$ cat config.mk
export PLATFORM = sky130hd
export DESIGN_NAME = dm_wishbone_slave
export DESIGN_NICKNAME = d
export VERILOG_FILES = /design/src/design/dm_pkg.sv /design/src/design/dm_bus_slave.sv /design/src/design/dm_register_file.sv /design/src/design/dm_abstract_cmd.sv /design/src/design/dm_wishbone_slave.sv
export VERILOG_INCLUDE_DIRS = /design/src /design/src/design
export SDC_FILE = /design/constraint.sdc
export NUM_CORES = 1
export LEC_CHECK = 0
export BUFFER_PORTS_ARGS = -buffer_cell sky130_fd_sc_hd__buf_4
export CELL_PAD_IN_SITES_DETAIL_PLACEMENT = 1
export CELL_PAD_IN_SITES_GLOBAL_PLACEMENT = 1
export CORE_AREA = 2 2 186 188
export CTS_CLUSTER_SIZE = 12
export DETAILED_ROUTE_END_ITERATION = 6
export DIE_AREA = 0 0 188 190
export GPL_TIMING_DRIVEN = 0
export PLACE_DENSITY = 0.77
export SYNTH_ARGS = -nofsm -noshare
export SYNTH_HDL_FRONTEND = slang
export SYNTH_SLANG_ARGS = --single-unit
export TNS_END_PERCENT = 50
$ cat constraint.sdc
create_clock -name clk_i -period 2.5 [get_ports clk_i]
set_clock_uncertainty 0.2 [all_clocks]
set_input_delay 0.125 -clock clk_i [delete_from_list [all_inputs] [get_ports clk_i]]
set_output_delay 0.125 -clock clk_i [all_outputs]
set_load 0.01 [all_outputs]
$ cat src/design/dm_config.svh
/*
 * debug module configuration
 * bus widths, register map, abstract command fields and memory wait
 */
`ifndef DM_CONFIG_SVH
`define DM_CONFIG_SVH

// bus and hart widths
`define DM_DATA_W 64
`define DM_ADDR_W 32
`define DM_XLEN 32

// register map, one word per register
`define DM_ADDR_DATA0 32'h0000_0004
`define DM_ADDR_DATA1 32'h0000_0005
`define DM_ADDR_CONTROL 32'h0000_0010
`define DM_ADDR_COMMAND 32'h0000_0017

// abstract command fields
`define DM_CMDTYPE_MSB 31
`define DM_CMDTYPE_LSB 24
`define DM_CMD_READ_BIT 16

// cycles given to the instruction memory before data0 is filled
`define DM_MEM_WAIT 8

`endif

$ cat src/design/dm_pkg.sv
/*
 * debug module types
 * bus FSM states, register selects and abstract command types
 */
package dm_pkg;

    // bus slave FSM states
    typedef enum logic [1:0]
    {
        IDLE  = 2'd0,
        READ  = 2'd1,
        WRITE = 2'd2
    } dm_bus_state_e;

    // decoded register select, SEL_NONE for unmapped addresses
    typedef enum logic [2:0]
    {
        SEL_DATA0   = 3'd0,
        SEL_DATA1   = 3'd1,
        SEL_CONTROL = 3'd2,
        SEL_COMMAND = 3'd3,
        SEL_NONE    = 3'd4
    } dm_reg_sel_e;

    // abstract command cmdtype field values
    typedef enum logic [7:0]
    {
        CMD_ACCESS_REG = 8'd0,
        CMD_QUICK      = 8'd1,
        CMD_ACCESS_MEM = 8'd2
    } dm_cmdtype_e;

endpackage

$ cat src/design/dm_bus_slave.sv
/*
 * debug module bus slave
 * cyc/stb/we FSM, address decode, single write strobe and ack generation
 */
`timescale 1ns/10ps
`include "dm_config.svh"

module dm_bus_slave
(
    input  logic                   clk_i,
    input  logic                   rst_i,
    input  logic                   cyc_i,
    input  logic                   stb_i,
    input  logic                   we_i,
    input  logic [`DM_ADDR_W-1:0]  addr_i,
    input  logic [`DM_DATA_W-1:0]  rd_data_i,
    input  logic                   cmd_busy_i,
    output dm_pkg::dm_reg_sel_e    reg_sel_o,
    output logic                   wr_stb_o,
    output logic                   rd_stb_o,
    output logic [`DM_DATA_W-1:0]  data_o,
    output logic                   ack_o
);
    import dm_pkg::*;

    dm_bus_state_e state_q;
    // set once the write strobe of this transaction went out
    logic          wr_done_q;
    logic          req;

    // master request needs both strobes
    assign req = cyc_i && stb_i;

    // address decode, unmapped words select nothing
    always_comb
    begin
        case (addr_i)
            `DM_ADDR_DATA0:   reg_sel_o = SEL_DATA0;
            `DM_ADDR_DATA1:   reg_sel_o = SEL_DATA1;
            `DM_ADDR_CONTROL: reg_sel_o = SEL_CONTROL;
            `DM_ADDR_COMMAND: reg_sel_o = SEL_COMMAND;
            default:          reg_sel_o = SEL_NONE;
        endcase
    end

    // a held write acts only in its first cycle
    assign wr_stb_o = (state_q == WRITE) && req && !wr_done_q;
    assign rd_stb_o = (state_q == READ) && req;

    always_ff @(posedge clk_i)
    begin
        if (rst_i)
        begin
            state_q   <= IDLE;
            wr_done_q <= 1'b0;
            data_o    <= '0;
            ack_o     <= 1'b0;
        end
        else
        begin
            case (state_q)
                IDLE:
                begin
                    data_o    <= '0;
                    ack_o     <= 1'b0;
                    wr_done_q <= 1'b0;
                    if (req)
                    begin
                        state_q <= we_i ? WRITE : READ;
                    end
                end
                READ:
                begin
                    if (rd_stb_o)
                    begin
                        // selected register is presented together with ack
                        data_o <= rd_data_i;
                        ack_o  <= 1'b1;
                    end
                    else
                    begin
                        data_o  <= '0;
                        ack_o   <= 1'b0;
                        state_q <= IDLE;
                    end
                end
                WRITE:
                begin
                    if (req)
                    begin
                        if (wr_stb_o)
                        begin
                            wr_done_q <= 1'b1;
                        end
                        // a memory read command holds ack back until data0 is filled
                        ack_o <= !cmd_busy_i;
                    end
                    else
                    begin
                        data_o    <= '0;
                        ack_o     <= 1'b0;
                        wr_done_q <= 1'b0;
                        state_q   <= IDLE;
                    end
                end
                default:
                begin
                    ack_o   <= 1'b0;
                    state_q <= IDLE;
                end
            endcase
        end
    end

endmodule

$ cat src/design/dm_register_file.sv
/*
 * debug module register file
 * data0 with bus and memory sources, data1, control and the read mux
 */
`timescale 1ns/10ps
`include "dm_config.svh"

module dm_register_file
(
    input  logic                   clk_i,
    input  logic                   rst_i,
    input  dm_pkg::dm_reg_sel_e    reg_sel_i,
    input  logic                   wr_stb_i,
    input  logic [`DM_DATA_W-1:0]  wr_data_i,
    input  logic                   mem_done_i,
    input  logic [`DM_XLEN-1:0]    mem_data_i,
    input  logic [`DM_DATA_W-1:0]  command_i,
    output logic [`DM_DATA_W-1:0]  data1_o,
    output logic [`DM_DATA_W-1:0]  rd_data_o
);
    import dm_pkg::*;

    logic [`DM_DATA_W-1:0] data0_q;
    logic [`DM_DATA_W-1:0] data1_q;
    logic [`DM_DATA_W-1:0] control_q;

    // data0 is written by the bus or filled by a memory read
    always_ff @(posedge clk_i)
    begin
        if (rst_i)
        begin
            data0_q <= '0;
        end
        else if (mem_done_i)
        begin
            // memory result is XLEN wide, upper half cleared
            data0_q <= {{(`DM_DATA_W - `DM_XLEN){1'b0}}, mem_data_i};
        end
        else if (wr_stb_i && (reg_sel_i == SEL_DATA0))
        begin
            // only the low XLEN bits of a bus write are kept
            data0_q <= {{(`DM_DATA_W - `DM_XLEN){1'b0}}, wr_data_i[`DM_XLEN-1:0]};
        end
    end

    // data1 and control take the full bus word
    always_ff @(posedge clk_i)
    begin
        if (rst_i)
        begin
            data1_q   <= '0;
            control_q <= '0;
        end
        else if (wr_stb_i)
        begin
            if (reg_sel_i == SEL_DATA1)
            begin
                data1_q <= wr_data_i;
            end
            if (reg_sel_i == SEL_CONTROL)
            begin
                control_q <= wr_data_i;
            end
        end
    end

    // data1 also carries the memory address for the command unit
    assign data1_o = data1_q;

    // read mux, the bus slave registers the result
    always_comb
    begin
        case (reg_sel_i)
            SEL_DATA0:   rd_data_o = data0_q;
            SEL_DATA1:   rd_data_o = data1_q;
            SEL_CONTROL: rd_data_o = control_q;
            SEL_COMMAND: rd_data_o = command_i;
            default:     rd_data_o = '0;
        endcase
    end

endmodule

$ cat src/design/dm_abstract_cmd.sv
/*
 * debug module abstract command unit
 * command register, access-memory read decode, pc drive and memory wait
 */
`timescale 1ns/10ps
`include "dm_config.svh"

module dm_abstract_cmd
(
    input  logic                   clk_i,
    input  logic                   rst_i,
    input  dm_pkg::dm_reg_sel_e    reg_sel_i,
    input  logic                   wr_stb_i,
    input  logic [`DM_DATA_W-1:0]  wr_data_i,
    input  logic [`DM_DATA_W-1:0]  data1_i,
    input  logic [`DM_XLEN-1:0]    instr_i,
    output logic [`DM_DATA_W-1:0]  command_o,
    output logic [`DM_XLEN-1:0]    pc_o,
    output logic                   cmd_busy_o,
    output logic                   mem_done_o,
    output logic [`DM_XLEN-1:0]    mem_data_o
);
    import dm_pkg::*;

    localparam int CNT_W = $clog2(`DM_MEM_WAIT + 1);

    dm_cmdtype_e      cmd_type;
    logic             cmd_wr;
    logic             mem_rd_cmd;
    logic             start;
    logic             wait_end;
    logic             busy_q;
    logic [CNT_W-1:0] count_q;

    // command decode straight off the bus write data
    assign cmd_wr     = wr_stb_i && (reg_sel_i == SEL_COMMAND);
    assign cmd_type   = dm_cmdtype_e'(wr_data_i[`DM_CMDTYPE_MSB:`DM_CMDTYPE_LSB]);
    assign mem_rd_cmd = cmd_wr && (cmd_type == CMD_ACCESS_MEM) && wr_data_i[`DM_CMD_READ_BIT];

    // a new memory read waits until the running one has filled data0
    assign start    = mem_rd_cmd && !busy_q && !mem_done_o;
    assign wait_end = busy_q && (count_q == CNT_W'(`DM_MEM_WAIT - 1));

    // busy already in the strobe cycle so the bus slave holds ack
    assign cmd_busy_o = mem_rd_cmd || busy_q || mem_done_o;

    always_ff @(posedge clk_i)
    begin
        if (rst_i)
        begin
            command_o  <= '0;
            pc_o       <= '0;
            busy_q     <= 1'b0;
            count_q    <= '0;
            mem_done_o <= 1'b0;
        end
        else
        begin
            mem_done_o <= wait_end;
            // every command value is stored, only memory reads run
            if (cmd_wr)
            begin
                command_o <= wr_data_i;
            end
            if (start)
            begin
                pc_o    <= data1_i[`DM_XLEN-1:0];
                busy_q  <= 1'b1;
                count_q <= '0;
            end
            else if (wait_end)
            begin
                busy_q  <= 1'b0;
                count_q <= '0;
            end
            else if (busy_q)
            begin
                count_q <= count_q + 1'b1;
            end
        end
    end

    // memory word sampled on the last wait cycle
    always_ff @(posedge clk_i)
    begin
        if (wait_end)
        begin
            mem_data_o <= instr_i;
        end
    end

endmodule

$ cat src/design/dm_wishbone_slave.sv
/*
 * debug module register block top
 * bus slave, register file and abstract command unit
 */
`timescale 1ns/10ps
`include "dm_config.svh"

module dm_wishbone_slave
(
    input  logic                   clk_i,
    input  logic                   rst_i,
    input  logic [`DM_ADDR_W-1:0]  addr_i,
    input  logic                   we_i,
    input  logic [`DM_DATA_W-1:0]  data_i,
    input  logic                   cyc_i,
    input  logic                   stb_i,
    input  logic [`DM_XLEN-1:0]    instr_i,
    output logic [`DM_DATA_W-1:0]  data_o,
    output logic                   ack_o,
    output logic [`DM_XLEN-1:0]    pc_o
);
    import dm_pkg::*;

    dm_reg_sel_e           reg_sel;
    logic                  wr_stb;
    logic                  cmd_busy;
    logic                  mem_done;
    logic [`DM_XLEN-1:0]   mem_data;
    logic [`DM_DATA_W-1:0] command_q;
    logic [`DM_DATA_W-1:0] data1_q;
    logic [`DM_DATA_W-1:0] rd_data;

    // read strobe stays inside the bus slave
    dm_bus_slave i_dm_bus_slave (
        .clk_i      (clk_i),
        .rst_i      (rst_i),
        .cyc_i      (cyc_i),
        .stb_i      (stb_i),
        .we_i       (we_i),
        .addr_i     (addr_i),
        .rd_data_i  (rd_data),
        .cmd_busy_i (cmd_busy),
        .reg_sel_o  (reg_sel),
        .wr_stb_o   (wr_stb),
        .rd_stb_o   (),
        .data_o     (data_o),
        .ack_o      (ack_o)
    );

    dm_register_file i_dm_register_file (
        .clk_i      (clk_i),
        .rst_i      (rst_i),
        .reg_sel_i  (reg_sel),
        .wr_stb_i   (wr_stb),
        .wr_data_i  (data_i),
        .mem_done_i (mem_done),
        .mem_data_i (mem_data),
        .command_i  (command_q),
        .data1_o    (data1_q),
        .rd_data_o  (rd_data)
    );

    dm_abstract_cmd i_dm_abstract_cmd (
        .clk_i      (clk_i),
        .rst_i      (rst_i),
        .reg_sel_i  (reg_sel),
        .wr_stb_i   (wr_stb),
        .wr_data_i  (data_i),
        .data1_i    (data1_q),
        .instr_i    (instr_i),
        .command_o  (command_q),
        .pc_o       (pc_o),
        .cmd_busy_o (cmd_busy),
        .mem_done_o (mem_done),
        .mem_data_o (mem_data)
    );

endmodule

==> results_dict.tcl <==
set metrics [dict create \
    die_h_microns 190 \
    track_usage 0.279 \
    ir_worst_vdd_uv 478 \
    gp_congestion 0.843 \
    worstPathRequired_ns 2.75 \
    syn_inst 1602 \
    vias 13300 \
    drt.antenna.violating_nets 0 \
    antenna_found_initial 2 \
    outcome "complete, but fails checks" \
    portBuffers 228 \
    grt_pass1_vias 14100 \
    placed_area_sq_mm 0.0163 \
    powerDensity_mw_per_mm2 654 \
    firstDrtPassIters 5 \
    clkLatencyLatePin_ns 0.55 \
    layout_min_cycle_time_ns 2.51 \
    die_x_microns 188 \
    cts.clk_slew.worst_paths_ns 0.06 \
    overflow 0 \
    yosys_warnings 0 \
    cp_max_fo 10 \
    seq_area_frac_synth 0.542 \
    root_buffer "clkbuf_16" \
    dp.final_hpwl_mm 34.0 \
    worstReg2RegStart "i_dm_bus_slave.state_q[0]$_SDFFE_PP0P_" \
    drt-initial-drc-count 809 \
    critical_path_class "flip-flop to flip-flop" \
    area_growth_pct 34.0 \
    syn_area_per_cell_sq_um 8.71 \
    routed_wl_mm 51.0 \
    cp-end-kind "flip-flop" \
    final_nets 2121 \
    fmax_mhz 398 \
    worstReg2RegEnd "i_dm_bus_slave.data_o[23]$_SDFFE_PP0P_" \
    yosysUniqueCellTypes 43 \
    synthesis.area_sq_mm 0.0140 \
    worst-r2r-cell-count 8 \
    pre_cts_slack_ns -0.786 \
    ys_ff_latch 362 \
    power.total_mw 12.2 \
    drc 0 \
    worstHoldStart "instr_i[8]" \
    utilization 0.551 \
    stdcell_count 2470 \
    syn-num-nets 1740 \
    worstPathArrival_ns 2.76 \
    vias_per_cell 5.38 \
    crit_path_start_kind "flip-flop" \
    cts_made_buffers 40 \
    hold_end "i_dm_abstract_cmd.mem_data_o[8]$_DFFE_PP_" \
    max_slew_margin 0.298 \
    p_leak_nw 6.86 \
    grt_max_degree 33 \
    whs_ns 0.0949 \
    start_util 0.411 \
    setup_viol 2 \
    final_common_cell "nand2_1" \
    finalInstanceArea_sq_mm 0.0187 \
    reg2reg_slack_ns -0.01 \
    worst_pin_slew_ns 1.05 \
    htree_levels 2 \
    tritoncts "done" \
    grt_pass1_wl_mm 78.6 \
    n_fill_cell 3908 \
    die_area_sq_mm 0.0357 \
    slew_violations 0 \
    dpl.cell_count 2286 \
    rows 68 \
    finalSetupTns_ns -0.0169 \
    layout_common_cells "nand2_1, dfxtp_1, buf_4, a21oi_1, dlygate4sd3_1" \
    failed_checks "negative setup slack" \
    finalCritPeriodShare 1.00 \
    clk_path_buf_depth 3 \
    ioPinCount 230 \
    avgRoutedWirePerCell_microns 20.6 \
    fin_ws_ns -0.00959 \
    hold_class "input port to flip-flop" \
    max-cap-violations 0 \
    drive_above_1_share 0.181 \
    finalHoldViolCount 0 \
    min_path_cells 2 \
    cts_sinks 362 \
    core_sq_mm 0.0339 \
]
==> where the power goes <==
part / switching (mW) / internal [mW]
logic: 0.323 / 0.294
registers: 0.00560 / 5.85
clock network: 2.45 / 3.31
==> critical path, cell delays in order (launching register included) <==
cell and delay, ns:
dfxtp_2 0.36, inv_1 0.07, ha_2 0.22, or4_1 0.54
nor3_2 0.19, nand4_1 0.22, buf_6 0.24, clkbuf_4 0.21
o21ai_1 0.18
==> state kept, by name (all words and copies together) (netlist names) <==
name / cells
i_dm_abstract_cmd.mem_done_o: 1
i_dm_bus_slave.wr_done_q: 1
i_dm_bus_slave.ack_o: 1
i_dm_abstract_cmd.pc_o: 32
i_dm_register_file.data1_o: 64
i_dm_abstract_cmd.command_o: 64
i_dm_bus_slave.state_q: 2
i_dm_abstract_cmd.mem_data_o: 32
i_dm_abstract_cmd.count_q: 4
i_dm_register_file.data0_q: 32
i_dm_abstract_cmd.busy_q: 1
i_dm_bus_slave.data_o: 64
i_dm_register_file.control_q: 64
==> routing by layer <==
layer  GRT usage  part of all wire
met1       0.349              0.43
met2       0.492              0.49
met3      0.0446             0.051
met4      0.0906             0.028
met5           0           0.00026
==> Yosys cell counts <==
cell / number / area, sq um
and3b_1: 1 / 8.76
xnor2_1: 1 / 8.76
nor4b_1: 1 / 8.76
edfxtp_1: 32 / 961
xor2_1: 2 / 17.5
clkbuf_1: 81 / 304
and2_1: 1 / 6.26
a222oi_1: 1 / 10.0
a22o_1: 31 / 272
inv_1: 5 / 18.8
nor3b_1: 2 / 15.0
dfxtp_1: 330 / 6610
nand3_1: 3 / 15.0
mux2i_1: 75 / 751
buf_6: 1 / 11.3
or3_1: 1 / 6.26
buf_2: 39 / 195
nand3b_1: 1 / 7.51
or4_1: 1 / 7.51
or4_4: 2 / 22.5
nor4_1: 7 / 43.8
ha_1: 5 / 62.6
mux2_2: 1 / 11.3
nor2_1: 102 / 383
a21oi_1: 227 / 1140
nand2_1: 454 / 1700
nand4b_1: 1 / 8.76
o21ai_0: 65 / 325
a211oi_1: 32 / 240
nand4_1: 8 / 50.1
o22a_1: 9 / 78.8
buf_12: 3 / 60.1
nor2_4: 1 / 11.3
nor3_2: 2 / 20.0
inv_2: 1 / 3.75
and3_1: 4 / 25.0
o211ai_1: 1 / 7.51
nor3_1: 2 / 10.0
a22oi_1: 32 / 240
and4_1: 6 / 52.6
nor2b_1: 4 / 25.0
a221oi_1: 23 / 201
o31ai_1: 1 / 7.51
==> logic make-up (layout without fill, tap and decap cells) <==
logic type                 after synthesis  in the layout  synth area share
other                                    0              1                 0
adders and majority gates                5              5           0.00448
xor gates and xnor gates                 3              3           0.00188
AOI/OAI and AO/OA                      422            422             0.180
muxes                                   76             76            0.0546
and+or+nand+nor                        604            604             0.174
DFF                                    362            362             0.542
buffers and inverters                  130            542            0.0425
==> worst max path at each step <==
stage / start / end / slack (ns) / depth (start not counted)
after floorplan: i_dm_bus_slave.state_q[0]$_SDFFE_PP0P_ / i_dm_bus_slave.data_o[17]$_SDFFE_PP0P_ / 0.31 / 7
after global placement: i_dm_bus_slave.state_q[0]$_SDFFE_PP0P_ / i_dm_bus_slave.data_o[22]$_SDFFE_PP0P_ / -0.73 / 7
after detailed placement: i_dm_bus_slave.state_q[0]$_SDFFE_PP0P_ / i_dm_bus_slave.data_o[37]$_SDFFE_PP0P_ / -0.79 / 7
after CTS: i_dm_bus_slave.state_q[0]$_SDFFE_PP0P_ / i_dm_register_file.data1_o[37]$_SDFFE_PP0P_ / 0.006 / 9
after global routing: i_dm_bus_slave.state_q[0]$_SDFFE_PP0P_ / i_dm_bus_slave.data_o[37]$_SDFFE_PP0P_ / -0.08 / 8
final: i_dm_bus_slave.state_q[0]$_SDFFE_PP0P_ / i_dm_bus_slave.data_o[23]$_SDFFE_PP0P_ / -0.01 / 8
==> cell type report <==
type	count	area, sq um	share of cell area
Sequential cell	362	7570	0.405
Clock inverter	11	120	0.00642
Tap cell	455	569	0.0304
Multi-Input combinational cell	1110	5850	0.313
Timing Repair Buffer	339	2810	0.150
Antenna cell	1	2.50	0.000134
Clock buffer	62	1150	0.0617
Buffer	124	604	0.0323
Inverter	6	26.3	0.00140
==> what timing repair did <==
item,4_1_cts,5_1_grt
hold buffers,102,0
setup endpoints to repair,278,264
gates cloned,0,0
resized for setup,12,59
pin swaps,3,0
endpoints found under the hold margin,262,0
buffers inserted,8,0
No activity file was read; power rests on OpenSTA's default activity.
